### src/rtl/lock_pkg.sv
package lock_pkg;

  // ~~~~~~~~~~~~~~~~~~~~~~~~~~~~~~~~~~~~~~~~~~~~~~~~~~~~~~~~~~~~~~~~~~~
  // keypad geometry
  // ~~~~~~~~~~~~~~~~~~~~~~~~~~~~~~~~~~~~~~~~~~~~~~~~~~~~~~~~~~~~~~~~~~~
  localparam int DIGIT_W      = 4;
  localparam int ENTRY_DIGITS = 12;  // digit 0 is the latest key
  localparam int CODE_DIGITS  = 8;   // codes are 4 to 8 digits
  localparam int NUM_CODES    = 4;
  localparam int FAIL_W       = 3;
  localparam int MAX_FAILS    = 5;   // failures before lockout

  typedef logic [DIGIT_W-1:0] digit_t;

  localparam digit_t DIGIT_FILL = 4'hF;  // pads short codes at the top
  localparam digit_t DIGIT_ERR  = 4'hE;  // keypad aborted the entry

  typedef struct packed {
    digit_t [ENTRY_DIGITS-1:0] digits;
  } key_entry_t;

  typedef struct packed {
    digit_t [CODE_DIGITS-1:0] digits;
  } user_code_t;

  typedef struct packed {
    user_code_t [NUM_CODES-1:0] code;
  } code_set_t;

  // ~~~~~~~~~~~~~~~~~~~~~~~~~~~~~~~~~~~~~~~~~~~~~~~~~~~~~~~~~~~~~~~~~~~
  // controller
  // ~~~~~~~~~~~~~~~~~~~~~~~~~~~~~~~~~~~~~~~~~~~~~~~~~~~~~~~~~~~~~~~~~~~
  typedef struct packed {
    logic              bolt;       // door locked
    logic              beep;
    logic              keypad_en;
    logic              lockout;
    logic [FAIL_W-1:0] fail_count;
  } lock_status_t;

  typedef enum logic [3:0] {
    st_boot,
    st_locked,
    st_checking,
    st_closed_unlocked,
    st_open,
    st_open_alarm,
    st_fail_wait,
    st_lockout,
    st_error_beep
  } lock_state_t;

endpackage

### src/rtl/code_matcher.sv
`timescale 1ns/100ps

module code_matcher (
  input  logic                 clk,
  input  logic                 rst,
  input  lock_pkg::key_entry_t entry,
  input  logic                 entry_valid,
  input  lock_pkg::code_set_t  codes,
  output logic                 match_valid,
  output logic                 match_hit
);
  import lock_pkg::*;

  // entry padded with filler so every window stays in range
  localparam int EXT_DIGITS = ENTRY_DIGITS + CODE_DIGITS;

  typedef digit_t [EXT_DIGITS-1:0] ext_entry_t;

  ext_entry_t           ext;
  logic [NUM_CODES-1:0] code_hit;
  logic                 any_hit;

  // length is the position of the first filler digit
  function automatic int code_len(user_code_t code);
    int len;
    len = CODE_DIGITS;
    for (int i = CODE_DIGITS - 1; i >= 0; i--) begin
      if (code.digits[i] == DIGIT_FILL) begin
        len = i;
      end
    end
    return len;
  endfunction

  // slide the code over every offset of the entry
  function automatic logic code_found(ext_entry_t e, user_code_t code);
    int   len;
    logic ok;
    logic found;
    len   = code_len(code);
    found = 1'b0;
    for (int off = 0; off < ENTRY_DIGITS; off++) begin
      ok = (len > 0) && (off + len <= ENTRY_DIGITS);  // window fits inside entry
      for (int j = 0; j < CODE_DIGITS; j++) begin
        if (j < len && e[off + j] != code.digits[j]) begin
          ok = 1'b0;
        end
      end
      found = found | ok;
    end
    return found;
  endfunction

  assign ext = {{CODE_DIGITS{DIGIT_FILL}}, entry.digits};

  always_comb begin
    for (int c = 0; c < NUM_CODES; c++) begin
      code_hit[c] = code_found(ext, codes.code[c]);
    end
  end

  assign any_hit = |code_hit;

  always_ff @(posedge clk or posedge rst) begin
    if (rst) begin
      match_valid <= 1'b0;
    end else begin
      match_valid <= entry_valid;  // fixed one cycle latency
    end
  end

  always_ff @(posedge clk) begin
    match_hit <= any_hit;
  end

  a_match_latency: assert property (@(posedge clk) disable iff (rst)
    entry_valid |=> match_valid);

endmodule

### src/rtl/button_debouncer.sv
`timescale 1ns/100ps

module button_debouncer #(
  parameter int DEBOUNCE_CYCLES = 100
) (
  input  logic clk,
  input  logic rst,
  input  logic inner_button,
  output logic press
);

  localparam int CNT_W = $clog2(DEBOUNCE_CYCLES + 1);

  logic [CNT_W-1:0] hold_cnt;
  logic             fired;  // pulse already given for this hold

  // ~~~~~~~~~~~~~~~~~~~~~~~~~~~~~~~~~~~~~~~~~~~~~~~~~~~~~~~~~~~~~~~~~~~
  // hold qualification
  // ~~~~~~~~~~~~~~~~~~~~~~~~~~~~~~~~~~~~~~~~~~~~~~~~~~~~~~~~~~~~~~~~~~~
  always_ff @(posedge clk or posedge rst) begin
    if (rst) begin
      hold_cnt <= '0;
      fired    <= 1'b0;
      press    <= 1'b0;
    end else if (!inner_button) begin
      hold_cnt <= '0;  // any release restarts the hold
      fired    <= 1'b0;
      press    <= 1'b0;
    end else begin
      press <= 1'b0;
      if (!fired) begin
        if (hold_cnt == CNT_W'(DEBOUNCE_CYCLES - 1)) begin
          press <= 1'b1;
          fired <= 1'b1;
        end else begin
          hold_cnt <= hold_cnt + 1'b1;
        end
      end
    end
  end

  a_single_pulse: assert property (@(posedge clk) disable iff (rst)
    press |=> !press);

endmodule

### src/rtl/door_controller.sv
`timescale 1ns/100ps

module door_controller #(
  parameter int AUTO_LOCK_CYCLES = 5000,
  parameter int ALARM_CYCLES     = 3000,
  parameter int BEEP_CYCLES      = 50,
  parameter int FAIL_WAIT_CYCLES = 1000,
  parameter int LOCKOUT_CYCLES   = 30000
) (
  input  logic                   clk,
  input  logic                   rst,
  input  logic                   door_open,
  input  lock_pkg::digit_t       entry_digit0,
  input  logic                   entry_valid,
  input  logic                   match_valid,
  input  logic                   match_hit,
  input  logic                   press,
  output lock_pkg::lock_status_t status
);
  import lock_pkg::*;

  // one shared timer, sized for the longest period
  localparam int MAX_A   = (AUTO_LOCK_CYCLES > ALARM_CYCLES) ? AUTO_LOCK_CYCLES : ALARM_CYCLES;
  localparam int MAX_B   = (BEEP_CYCLES > FAIL_WAIT_CYCLES) ? BEEP_CYCLES : FAIL_WAIT_CYCLES;
  localparam int MAX_C   = (MAX_A > MAX_B) ? MAX_A : MAX_B;
  localparam int MAX_T   = (MAX_C > LOCKOUT_CYCLES) ? MAX_C : LOCKOUT_CYCLES;
  localparam int TIMER_W = $clog2(MAX_T + 1);

  lock_state_t        state_q;
  lock_state_t        state_d;
  logic [TIMER_W-1:0] timer;
  logic [FAIL_W-1:0]  fail_count;

  logic auto_lock_done;
  logic alarm_done;
  logic beep_done;
  logic fail_wait_done;
  logic lockout_done;
  logic key_err;
  logic miss;

  assign auto_lock_done = (timer >= TIMER_W'(AUTO_LOCK_CYCLES - 1));
  assign alarm_done     = (timer >= TIMER_W'(ALARM_CYCLES - 1));
  assign beep_done      = (timer >= TIMER_W'(BEEP_CYCLES - 1));
  assign fail_wait_done = (timer >= TIMER_W'(FAIL_WAIT_CYCLES - 1));
  assign lockout_done   = (timer >= TIMER_W'(LOCKOUT_CYCLES - 1));

  assign key_err = (entry_digit0 == DIGIT_ERR);
  assign miss    = (state_q == st_checking) && match_valid && !match_hit;

  // ~~~~~~~~~~~~~~~~~~~~~~~~~~~~~~~~~~~~~~~~~~~~~~~~~~~~~~~~~~~~~~~~~~~
  // next state
  // ~~~~~~~~~~~~~~~~~~~~~~~~~~~~~~~~~~~~~~~~~~~~~~~~~~~~~~~~~~~~~~~~~~~
  always_comb begin
    state_d = state_q;
    case (state_q)
      st_boot: begin
        if (!door_open) begin
          state_d = st_locked;
        end
      end
      st_locked: begin
        if (entry_valid && key_err) begin
          state_d = st_error_beep;
        end else if (entry_valid) begin
          state_d = st_checking;  // result arrives next cycle
        end else if (press) begin
          state_d = st_closed_unlocked;
        end
      end
      st_checking: begin
        if (match_valid) begin
          state_d = match_hit ? st_closed_unlocked : st_fail_wait;
        end
      end
      st_closed_unlocked: begin
        if (door_open) begin
          state_d = st_open;
        end else if (press || auto_lock_done) begin
          state_d = st_locked;
        end
      end
      st_open: begin
        if (!door_open) begin
          state_d = st_closed_unlocked;
        end else if (alarm_done) begin
          state_d = st_open_alarm;
        end
      end
      st_open_alarm: begin
        if (!door_open) begin
          state_d = st_closed_unlocked;  // restarts auto relock
        end
      end
      st_fail_wait: begin
        if (fail_wait_done) begin
          state_d = (fail_count >= FAIL_W'(MAX_FAILS)) ? st_lockout : st_locked;
        end
      end
      st_lockout: begin
        if (lockout_done) begin
          state_d = st_locked;
        end
      end
      st_error_beep: begin
        if (beep_done) begin
          state_d = st_locked;
        end
      end
      default: state_d = st_boot;
    endcase
  end

  // ~~~~~~~~~~~~~~~~~~~~~~~~~~~~~~~~~~~~~~~~~~~~~~~~~~~~~~~~~~~~~~~~~~~
  // state, timer and failure count
  // ~~~~~~~~~~~~~~~~~~~~~~~~~~~~~~~~~~~~~~~~~~~~~~~~~~~~~~~~~~~~~~~~~~~
  always_ff @(posedge clk or posedge rst) begin
    if (rst) begin
      state_q    <= st_boot;
      timer      <= '0;
      fail_count <= '0;
    end else begin
      state_q <= state_d;
      if (state_d != state_q) begin
        timer <= '0;  // every timed state starts from zero
      end else begin
        timer <= timer + 1'b1;
      end
      if (miss) begin
        fail_count <= fail_count + 1'b1;
      end else if (state_q == st_lockout && lockout_done) begin
        fail_count <= '0;
      end
    end
  end

  always_comb begin
    status.bolt       = state_q inside {st_locked, st_checking, st_fail_wait,
                                        st_lockout, st_error_beep};
    status.beep       = state_q inside {st_error_beep, st_open_alarm};
    status.keypad_en  = (state_q == st_locked);
    status.lockout    = (state_q == st_lockout);
    status.fail_count = fail_count;
  end

  a_bolt_door: assert property (@(posedge clk) disable iff (rst)
    !(status.bolt && door_open));

  a_fail_limit: assert property (@(posedge clk) disable iff (rst)
    fail_count <= FAIL_W'(MAX_FAILS));

endmodule

### src/rtl/door_lock_top.sv
`timescale 1ns/100ps

module door_lock_top #(
  parameter int AUTO_LOCK_CYCLES = 5000,
  parameter int DEBOUNCE_CYCLES  = 100,
  parameter int ALARM_CYCLES     = 3000,
  parameter int BEEP_CYCLES      = 50,
  parameter int FAIL_WAIT_CYCLES = 1000,
  parameter int LOCKOUT_CYCLES   = 30000
) (
  input  logic                   clk,
  input  logic                   rst,
  input  lock_pkg::key_entry_t   entry,
  input  logic                   entry_valid,
  input  lock_pkg::code_set_t    codes,
  input  logic                   door_open,
  input  logic                   inner_button,
  output lock_pkg::lock_status_t status
);

  logic match_valid;
  logic match_hit;
  logic press;

  code_matcher code_matcher_inst (
    .clk         (clk),
    .rst         (rst),
    .entry       (entry),
    .entry_valid (entry_valid),
    .codes       (codes),
    .match_valid (match_valid),
    .match_hit   (match_hit)
  );

  button_debouncer #(
    .DEBOUNCE_CYCLES (DEBOUNCE_CYCLES)
  ) button_debouncer_inst (
    .clk          (clk),
    .rst          (rst),
    .inner_button (inner_button),
    .press        (press)
  );

  door_controller #(
    .AUTO_LOCK_CYCLES (AUTO_LOCK_CYCLES),
    .ALARM_CYCLES     (ALARM_CYCLES),
    .BEEP_CYCLES      (BEEP_CYCLES),
    .FAIL_WAIT_CYCLES (FAIL_WAIT_CYCLES),
    .LOCKOUT_CYCLES   (LOCKOUT_CYCLES)
  ) door_controller_inst (
    .clk          (clk),
    .rst          (rst),
    .door_open    (door_open),
    .entry_digit0 (entry.digits[0]),  // error digit check
    .entry_valid  (entry_valid),
    .match_valid  (match_valid),
    .match_hit    (match_hit),
    .press        (press),
    .status       (status)
  );

endmodule

### config.mk
export PLATFORM = sky130hd
export DESIGN_NAME = door_lock_top
export DESIGN_NICKNAME = d
export VERILOG_FILES = /design/src/rtl/lock_pkg.sv /design/src/rtl/code_matcher.sv /design/src/rtl/button_debouncer.sv /design/src/rtl/door_controller.sv /design/src/rtl/door_lock_top.sv
export SDC_FILE = /design/constraint.sdc
export NUM_CORES = 1
export LEC_CHECK = 0
export BUFFER_PORTS_ARGS = -buffer_cell sky130_fd_sc_hd__buf_2
export CAP_MARGIN = 15
export CELL_PAD_IN_SITES_DETAIL_PLACEMENT = 1
export CELL_PAD_IN_SITES_GLOBAL_PLACEMENT = 1
export CORE_MARGIN = 3
export CORE_UTILIZATION = 45
export DETAILED_ROUTE_END_ITERATION = 8
export PLACE_DENSITY_LB_ADDON = 0.2
export SLEW_MARGIN = 0
export SYNTH_ARGS = -nofsm -noshare
export SYNTH_HDL_FRONTEND = slang
export SYNTH_SLANG_ARGS = --single-unit
### constraint.sdc
create_clock -name clk -period 5.35 [get_ports clk]
set_clock_uncertainty 0.2 [all_clocks]
set_input_delay 0.2675 -clock clk [delete_from_list [all_inputs] [get_ports clk]]
set_output_delay 0.2675 -clock clk [all_outputs]
set_load 0.05 [all_outputs]
==> reports/qor.yml, run 1 <==
synth:
  syn_nets: 2550
  syn_area_per_cell_um2: 7.815
  synth_top_family_by_area: "XOR/XNOR gates"
  ys_types: 79
  muxShareOfSynthArea_pct: 0.05469
  synth_ff_type: "dfrtp_1"
  synth_top_area_share_pct: 29.72
  yosysTopAreaCell: "xor2_1"
  synth_seq_cells: 33
  ys_seq_area_share_pct: 4.485
  synthCells: 2342
  syn-cell-area_mm2: 0.01830
  synthAdderAreaFrac_pct: 1.846
  synth_area_leaders: "xor2_1, xnor2_1, buf_2"
  synthArstFlopShare_pct: 96.97
  yosys.cell_count.top_type: "xor2_1"
  synthXorXnorAreaFrac_pct: 53.36
  synth_compound_area_share_pct: 12.11
  synth-edff-count: 0
  synthSimpleGateAreaFrac_pct: 17.89
  ys_warn_count: 0
  synth_commonest_cells: "xor2_1, xnor2_1, buf_2"
layout:
  fin_util_pct: 46.93
  fin_cells: 2820
  layout-drive-gt1-share_pct: 13.09
  design_area_mm2: 0.01873
  nets: 2498
  area_growth_pct: 2.352
clocking:
  cts_setup_buffers: 0
  clock-sinks: 33
  tritoncts: "built"
  cts_buffer_depth: 2
  cts_max_level: 2
  cts_root_buf: "clkbuf_16"
  clkTransAtPathRegs_ns: 0.07
  numCtsBuffers: 5
  clk_latency_ns: 0.30
power:
  power.switching_mw: 1.218
  p_int_mw: 1.038
  clkPwrFrac_pct: 13.4
  power_frac_seq_pct: 11.3
  combPwrFrac_pct: 75.3
  power_density_mw_per_mm2: 120.4
  peakVddDrop_mv: 0.09411
  switching_share_pct: 54.01
  power_mw: 2.256
  total_leakage_power_nw: 6.789
placement:
  gp_congestion: 0.9935
  dpl.cell_count: 2806
  portBuffers: 187
  place_worst_setup_slack_ns: 1.151
  dpl-instance-area_mm2: 0.01856
  place_hpwl_um: 62040
global_routing:
  grt_pass1_vias: 19227
  grt_max_degree: 33
  grtUsageTotal_pct: 38.29
  grt_pass1_wl_um: 128500
  antenna_found_initial: 5
  globalRouteOverflowTotal: 0
worst_setup_path:
  critPathBufInv: 3
  cp.arrival_ns: 4.00
  cp_num_cells: 16
  path_max_fanout: 12
  crit_path_top_delay_cell: "or4_1"
  worstSetupPathType: "in2reg"
  required_ns: 5.32
  critPathLaunchType: "primary input"
  path_delay_family: "simple AND/OR/NAND/NOR gates"
  cpPeakStageDelay_ns: 0.51
  crit_path_cell_trace: "buf_2 > nand4_1 > buf_4 > nand2_1 > a31oi_1 > nor3_2 > inv_1 > ha_1 > a21o_1 > a211oi_1 > o21ai_0 > a32oi_1 > o2111ai_1 > nor4_1 > nand3_1 > or4_1"
  crit_path_end_kind: "flip-flop"
  r2r_cells: 10
hold_path:
  hold_depth: 2
  worstHoldPathType: "in2reg"
route:
  first_pass_iters: 5
  dr.first_iter.drc_count: 2039
  drc_errors: 0
  totalWireLength_um: 86550
  via_per_inst: 6.627
  routedWlPerCell_um: 30.69
  ant_nets: 0
  vias: 18687
sta:
  tns_ns: 0
  fin_ws_ns: 1.320
  rsz0062_at_grt: "no"
  worstMarginPinSlew_ns: 1.144
  finalCritPeriodShare_pct: 75.33
  timing.slew.headroom_pct: 23.76
  setup_violations: 0
  layout_min_cycle_time_ns: 4.030
  final_max_slew_viol_count: 0
  whs_ns: 0.09316
  max_freq_ghz: 0.2481
  timing.final.hold_violations: 0
floorplan:
  design.die.area_mm2: 0.04313
  row_count: 73
  die_y_um: 207.7
  pin_count: 188
  core_mm2: 0.03991
  die_x_um: 207.7
  initial_core_util_pct: 45.85
run:
  cap_viol_max_count: 0
run_status:
  status: "finished, final reports clean"
path summary, 6_finish.rpt:
path	endpoint	slack [ns]	startpoint
setup / recovery	code_matcher_inst.match_hit$_DFF_P_	1.32	codes[42]
hold / removal	button_debouncer_inst.hold_cnt[1]$_DFFE_PP0P_	0.09	inner_button
setup reg to reg	door_controller_inst.timer[1]$_DFF_PP0_	2.33	door_controller_inst.timer[0]$_DFF_PP0_
hold reg to reg	door_controller_inst.fail_count[2]$_DFFE_PP0P_	0.31	door_controller_inst.fail_count[2]$_DFFE_PP0P_
max in group asynchronous	door_controller_inst.timer[14]$_DFF_PP0_	4.20	rst
min in group asynchronous	button_debouncer_inst.fired$_DFF_PP0_	0.41	rst
logic make-up after synthesis:
logic type,after synthesis
xor gates and xnor gates,1115
and+or+nand+nor,526
buffers and inverters,326
AOI/OAI and AO/OA,314
DFF,33
adders and majority gates,27
muxes,1
per-layer routing:
layer	part of all wire [%]	wire length, um	up-vias	GRT usage [%]
li1	-	-	7974	-
met1	42	36220	9454	51.18
met2	44	38430	986	60.74
met3	8.3	7165	273	5.441
met4	5.5	4732	0	18.30
met5	0	0	-	0
sequential cells by signal (all words and copies together) (netlist names):
register                         flops
button_debouncer_inst.hold_cnt       7
button_debouncer_inst.press          1
button_debouncer_inst.fired          1
code_matcher_inst.match_valid        1
door_controller_inst.fail_count      3
door_controller_inst.timer          15
door_controller_inst.state_q         4
code_matcher_inst.match_hit          1
power groups by stage:
stage	combinational (mW)	sequential (mW)	clock (mW)
floorplan	1.24	0.258	0
global placement	1.59	0.259	0
detailed placement	1.65	0.260	0
CTS	1.66	0.255	0.308
global route	1.80	0.255	0.319
finish	1.70	0.255	0.303
layout make-up:
class | instances | area (um2)
multi-input cells | 1983 | 15600
inverters | 18 | 67.56
clock inverters | 3 | 17.52
flip-flops and latches | 33 | 820.8
diodes | 4 | 10.01
repair buffers | 249 | 1431
fillers | 4956 | 21180
well taps | 525 | 656.9
clock buffers | 5 | 125.1
worst reg2reg max path: cells and delay by family (launching register included):
family                     cells  cell delay, ns
AOI/OAI and AO/OA              6            1.47
adders and majority gates      1            0.28
DFF                            1            0.45
and+or+nand+nor                3            0.51
layout by cell type (no fill, tap or decap), types with 7 or more instances in the layout:
master	synthesis	final
inv_1	18	18
nor4_1	119	119
o22ai_1	15	15
dfrtp_1	32	32
nand4_2	13	13
nor2b_1	7	7
ha_1	27	27
and4_1	18	18
nor2_1	36	36
o21ai_0	57	57
a211oi_1	9	9
xnor2_1	494	494
o2111ai_1	20	20
and2_1	9	9
o21ai_1	10	10
a41oi_1	36	36
a2111oi_0	7	7
o41ai_1	33	33
xor2_1	621	621
buf_4	68	58
nand2_1	43	43
buf_2	187	187
a31oi_1	20	20
nor3_1	68	68
a21oi_1	47	47
nand3_1	51	51
nand4_1	108	108
o211ai_1	11	11
timing repair:
action | in CTS | in global routing
hold buffers | 2 | 0
gates resized for setup | 0 | 0
hold endpoints to repair | 33 | 0
(Power assumes the default switching activity.)
==> run 2, diff against run 1 <==
- CORE_UTILIZATION: 45 -> 42
- clock period: 5.35 -> 3.5 ns (I/O delays scaled with it)
==> reports/qor.yml, run 2 (synthesis results as in run 1) <==
run_status:
  status: "finished, final reports clean"  # unchanged
global_routing:
  grtUsageTotal_pct: 36.98  # was 38.29%
  grt_pass1_vias: 20729  # was 19227
  grt_max_degree: 33  # unchanged
  antenna_found_initial: 2  # was 5
  grt_pass1_wl_um: 133300  # was 128500 um
  globalRouteOverflowTotal: 0  # unchanged
worst_setup_path:
  path_max_fanout: 4  # was 12
  cp.arrival_ns: 3.17  # was 4.00 ns
  crit_path_end_kind: "flip-flop"  # unchanged
  crit_path_top_delay_cell: "o2111ai_1"  # was or4_1
  crit_path_cell_trace: "buf_2 > and4_1 > nor4_4 > nand2_1 > buf_4 > inv_1 > ha_1 > a311oi_1 > o2111ai_1 > o21ai_1 > nor3_1 > nand3_1 > or4_1"  # was buf_2 > nand4_1 > buf_4 > nand2_1 > a31oi_1 > nor3_2 > inv_1 > ha_1 > a21o_1 > a211oi_1 > o21ai_0 > a32oi_1 > o2111ai_1 > nor4_1 > nand3_1 > or4_1
  critPathBufInv: 3  # unchanged
  worstSetupPathType: "in2reg"  # unchanged
  startpoint: "codes[10]"  # was codes[42]
  reg2reg_from: "door_controller_inst.timer[0]$_DFF_PP0_"  # unchanged
  critPathLaunchType: "primary input"  # unchanged
  required_ns: 3.46  # was 5.32 ns
  path_delay_family: "simple AND/OR/NAND/NOR gates"  # unchanged
  cpPeakStageDelay_ns: 0.50  # was 0.51 ns
clocking:
  cts_setup_buffers: 0  # unchanged
  cts_root_buf: "clkbuf_16"  # unchanged
  cts_buffer_depth: 2  # unchanged
  clk_latency_ns: 0.28  # was 0.30 ns
  clock-sinks: 33  # unchanged
  clkTransAtPathRegs_ns: 0.06  # was 0.07 ns
  numCtsBuffers: 5  # unchanged
  tritoncts: "built"  # unchanged
  cts_max_level: 2  # unchanged
sta:
  tns_ns: 0  # unchanged
  finalCritPeriodShare_pct: 91.61
  timing.final.hold_violations: 0  # unchanged
  whs_ns: 0.01605  # was 0.09316 ns
  final_max_slew_viol_count: 0  # unchanged
  timing.slew.headroom_pct: 42.98  # was 23.76%
  setup_violations: 0  # unchanged
  worstMarginPinSlew_ns: 0.8445  # was 1.144 ns
  layout_min_cycle_time_ns: 3.206
  rsz0062_at_grt: "no"  # unchanged
  max_freq_ghz: 0.3119
power:
  power_density_mw_per_mm2: 179.4  # was 120.4 mW/mm2
  total_leakage_power_nw: 8.268  # was 6.789 nW
  peakVddDrop_mv: 0.1577  # was 0.09411 mV
route:
  routedWlPerCell_um: 28.26  # was 30.69 um
  dr.first_iter.drc_count: 1911  # was 2039
  via_per_inst: 6.242  # was 6.627
  drc_errors: 0  # unchanged
  totalWireLength_um: 89060  # was 86550 um
  ant_nets: 0  # unchanged
  first_pass_iters: 6  # was 5
  vias: 19667  # was 18687
hold_path:
  min-delay-start: "inner_button"  # unchanged
  worstHoldPathType: "in2reg"  # unchanged
layout:
  largest_reg_flops: 15  # unchanged
  final_cell_mix: "xor2_1, xnor2_1, buf_4"  # was xor2_1, xnor2_1, buf_2
  fill_cells: 5267  # was 4956
  reg_top3: "door_controller_inst.timer: 15 flops, button_debouncer_inst.hold_cnt: 7 flops, door_controller_inst.state_q: 4 flops"  # unchanged
  layout-drive-gt1-share_pct: 22.59  # was 13.09%
  layout_commonest_cell: "xor2_1"  # unchanged
  area_growth_pct: 16.25  # was 2.352%
  fin_util_pct: 50.05  # was 46.93%
  top_register: "door_controller_inst.timer"  # unchanged
  nets: 2779  # was 2498
placement:
  place_hpwl_um: 67740  # was 62040 um
  gp_congestion: 0.9947  # was 0.9935
  portBuffers: 187  # unchanged
floorplan:
  die_x_um: 214.8  # was 207.7 um
  die_y_um: 214.8  # was 207.7 um
  core_mm2: 0.04251  # was 0.03991 mm2
  pin_count: 188  # unchanged
  row_count: 75  # was 73
  initial_core_util_pct: 43.06  # was 45.85%
  design.die.area_mm2: 0.04612  # was 0.04313 mm2
run:
  cap_viol_max_count: 0  # unchanged
[run 2: changes by cell type in the layout (fill, tap and decap cells not counted), moves of 2 or more]
| cell | previous run | this run |
|---|---|---|
| buf_4 | 58 | 312 |
| buf_12 | 2 | 29 |
| clkinv_2 | 2 | 0 |
| diode_2 | 4 | 2 |
[run 2: final timing paths]
check	endpoint	slack, ns	cells after the start
max in group asynchronous	door_controller_inst.fail_count[2]$_DFFE_PP0P_	2.45	4
max reg2reg	door_controller_inst.timer[10]$_DFF_PP0_	0.47	10
max	code_matcher_inst.match_hit$_DFF_P_	0.29	13
min	button_debouncer_inst.hold_cnt[4]$_DFFE_PP0P_	0.02	2
min reg2reg	door_controller_inst.fail_count[2]$_DFFE_PP0P_	0.32	1
min in group asynchronous	button_debouncer_inst.hold_cnt[0]$_DFFE_PP0P_	0.33	4
[run 2: cell type report]
cell class                      count  area, um2  area share [%]
Timing Repair Buffer              530       3879           18.23
Inverter                           18      67.56          0.3176
Sequential cell                    33      820.8           3.858
Clock buffer                        7      142.6          0.6704
Clock inverter                      1      30.03          0.1411
Antenna cell                        2      5.005         0.02352
Multi-Input combinational cell   1983      15610           73.37
Tap cell                          577      721.9           3.393
[run 2: per-layer routing]
metal,routed length (um),global-route usage [%],vias up
met2,41000,61.74,980
met5,11,0,-
met1,36590,47.44,9847
met4,4774,16.54,2
met3,6679,5.071,283
li1,-,-,8555
[run 2: power by group]
group	switching (mW)	total, mW	internal (mW)
clock network	0.170	0.526	0.356
logic	1.71	2.90	1.19
registers	0.00398	0.390	0.386
[run 2: worst register-to-register path, cell delays in order (launching register included)]
cell	delay (ns)
dfrtp_1	0.44
ha_1	0.29
a21o_1	0.20
a31o_1	0.22
a211o_1	0.28
a211oi_1	0.30
nor3_1	0.14
a21o_1	0.23
nand2_1	0.07
o221ai_2	0.27
nor3_1	0.30
[run 2: metrics by stage]
step / power (mW) / cells / setup WS, ns / cell area (um2)
final: 3.817 / 3151 / 0.2938 / 21280
after global routing: 4.021 / 3149 / 0.03057 / 21270
after CTS: 3.775 / 3149 / 0.3158 / 21270
after detailed placement: 3.227 / 3139 / 0.04119 / 21080
after global placement: 3.124 / 3139 / 0.07743 / 21080
after floorplan: 2.291 / 2342 / 0.2730 / 18310
[run 2: what timing repair did]
item	in CTS	in global routing
endpoints found under the hold margin	33	0
resized for setup	0	0
hold buffers	2	0
==> run 3, diff against run 2 <==
- MAX_ROUTING_LAYER: not set -> met4
- TNS_END_PERCENT: not set -> 5
==> reports/qor.yml, run 3 (synthesis results as in run 1) <==
power:
  total_leakage_power_nw: 8.325  # was 8.268 nW
  power_density_mw_per_mm2: 182.9  # was 179.4 mW/mm2
  power_mw: 3.909  # was 3.817 mW
  peakVddDrop_mv: 0.1758  # was 0.1577 mV
worst_setup_path:
  worstSetupPathType: "in2reg"  # unchanged
  critPathLaunchType: "primary input"  # unchanged
  reg2reg_from: "door_controller_inst.timer[0]$_DFF_PP0_"  # unchanged
  crit_path_end_kind: "flip-flop"  # unchanged
  cp.arrival_ns: 3.30  # was 3.17 ns
  path_max_fanout: 4  # unchanged
  required_ns: 3.46  # about the same
  startpoint: "codes[18]"  # was codes[10]
route:
  top_layer: "met4"  # was met5
  dr_wl_met3_um: 7022  # was 6679 um
  routedWlPerCell_um: 28.54  # was 28.26 um
  drc_errors: 0  # unchanged
  totalWireLength_um: 90090  # was 89060 um
  dr.first_iter.drc_count: 1852  # was 1911
  via_per_inst: 6.235  # was 6.242
  ant_nets: 0  # unchanged
  drt-met1-wl_um: 37010  # was 36590 um
  vias: 19685  # was 19667
  routed-wl-met2_um: 41540  # was 41000 um
  first_pass_iters: 5  # was 6
sta:
  layout_min_cycle_time_ns: 3.334  # was 3.206 ns
  final_max_slew_viol_count: 0  # unchanged
  max_freq_ghz: 0.3000  # was 0.3119 GHz
  worstMarginPinSlew_ns: 0.8007  # was 0.8445 ns
  finalCritPeriodShare_pct: 95.24  # was 91.61%
  timing.final.hold_violations: 0  # unchanged
  timing.slew.headroom_pct: 46.30  # was 42.98%
  rsz0062_at_grt: "no"  # unchanged
  setup_violations: 0  # unchanged
layout:
  top_register: "door_controller_inst.timer"  # unchanged
  final_cell_mix: "xor2_1, xnor2_1, buf_4"  # unchanged
  area_growth_pct: 16.76  # was 16.25%
  largest_reg_flops: 15  # unchanged
  reg_top3: "door_controller_inst.timer: 15 flops, button_debouncer_inst.hold_cnt: 7 flops, door_controller_inst.state_q: 4 flops"  # unchanged
  layout_commonest_cell: "xor2_1"  # unchanged
  fill_cells: 5256  # was 5267
  fin_cells: 3157  # was 3151
  nets: 2786  # was 2779
  layout-drive-gt1-share_pct: 22.88  # was 22.59%
clocking:
  clk_latency_ns: 0.29  # was 0.28 ns
  clkTransAtPathRegs_ns: 0.07  # was 0.06 ns
  numCtsBuffers: 5  # unchanged
  clock-sinks: 33  # unchanged
  cts_max_level: 2  # unchanged
  cts_buffer_depth: 2  # unchanged
  tritoncts: "built"  # unchanged
  cts_root_buf: "clkbuf_16"  # unchanged
global_routing:
  grt_pass1_vias: 20303  # was 20729
  grt_pass1_wl_um: 133400  # was 133300 um
  grtUsageTotal_pct: 38.25  # was 36.98%
  grt_max_degree: 27  # was 33
  antenna_found_initial: 1  # was 2
  globalRouteOverflowTotal: 0  # unchanged
run:
  cap_viol_max_count: 0  # unchanged
floorplan:
  pin_count: 188  # unchanged
  die_x_um: 214.8  # unchanged
  initial_core_util_pct: 43.06  # unchanged
  core_mm2: 0.04251  # unchanged
  design.die.area_mm2: 0.04612  # unchanged
  row_count: 75  # unchanged
  die_y_um: 214.8  # unchanged
placement:
  dpl.cell_count: 3145  # was 3139
  portBuffers: 187  # unchanged
  gp_congestion: 1.000  # was 0.9947
  place_hpwl_um: 68660  # was 67740 um
run_status:
  status: "finished, final reports clean"  # unchanged
hold_path:
  worstHoldPathType: "in2reg"  # unchanged
  min-delay-start: "inner_button"  # unchanged
==> run 3: changes by cell type in the layout (fill, tap and decap cells not counted), sizes merged <==
cell    previous run  this run
clkinv             0         1
buf              528       535
clkbuf             7         5
bufinv             1         2
diode              2         1
==> run 3: path summary, 6_finish.rpt <==
check | endpoint | slack [ns] | cells after the start
min in group asynchronous | button_debouncer_inst.hold_cnt[6]$_DFFE_PP0P_ | 0.15 | 3
worst max register to register | door_controller_inst.timer[8]$_DFF_PP0_ | 0.43 | 10
worst max-delay path | code_matcher_inst.match_hit$_DFF_P_ | 0.17 | 15
worst min-delay path | button_debouncer_inst.fired$_DFF_PP0_ | 0.005 | 2
worst min register to register | door_controller_inst.fail_count[2]$_DFFE_PP0P_ | 0.32 | 1
max in group asynchronous | door_controller_inst.fail_count[1]$_DFFE_PP0P_ | 2.36 | 5
==> run 3: what timing repair did <==
| item | in CTS | in global routing |
|---|---|---|
| hold buffers | 2 | 0 |
| buffers inserted | 0 | 0 |
| endpoints found under the hold margin | 26 | 0 |
| setup endpoints to repair | 0 | 1 |
| resized for setup | 0 | 2 |
==> run 3: critical path, cell delays in order <==
cell and delay (ns):
buf_2 0.13, and4_1 0.21, nor2_1 0.18, a21o_1 0.18, and2_1 0.15, inv_1 0.07, ha_1 0.21, nand2b_1 0.14
a2111oi_1 0.57, buf_4 0.21, nor3_1 0.05, o21ai_1 0.13, a31o_2 0.19, nand4_1 0.14, or4_1 0.56
==> run 3: stage by stage <==
stage | hold WS (ns) | util, % | setup TNS, ns | cell area (um2) | setup WS, ns
CTS | 0.007884 | 50.19 | 0 | 21330 | 0.1498
finish | 0.004927 | 50.27 | 0 | 21370 | 0.1665
floorplan | 0.006430 | - | 0 | 18310 | 0.2730
global route | 0.02704 | 50.27 | 0 | 21370 | 0.03265
detailed placement | 0.1509 | 49.69 | -0.1277 | 21120 | -0.1277
global placement | 0.1492 | 49.69 | -0.1304 | 21120 | -0.1304
==> run 3: area by class of cell <==
type	instances	area, um2	share of cell area [%]
multi-input cells	1983	15620	73.07
inverters	18	67.56	0.3162
diodes	1	2.502	0.01171
clock inverters	3	65.06	0.3044
repair buffers	537	3951	18.49
flip-flops and latches	33	820.8	3.841
well taps	577	721.9	3.378
clock buffers	5	125.1	0.5855
==> run 3: routing by layer <==
layer | vias to the layer above | track usage (%)
met1 | 9891 | 48.39
met5 | - | -
met2 | 965 | 61.54
li1 | 8559 | -
met4 | 0 | 16.26
met3 | 270 | 4.788
==> run 3: where the power goes <==
part / switching (mW) / total (mW) / internal (mW)
Clock: 0.185 / 0.592 / 0.407
Combinational: 1.72 / 2.93 / 1.20
Sequential: 0.00437 / 0.390 / 0.385
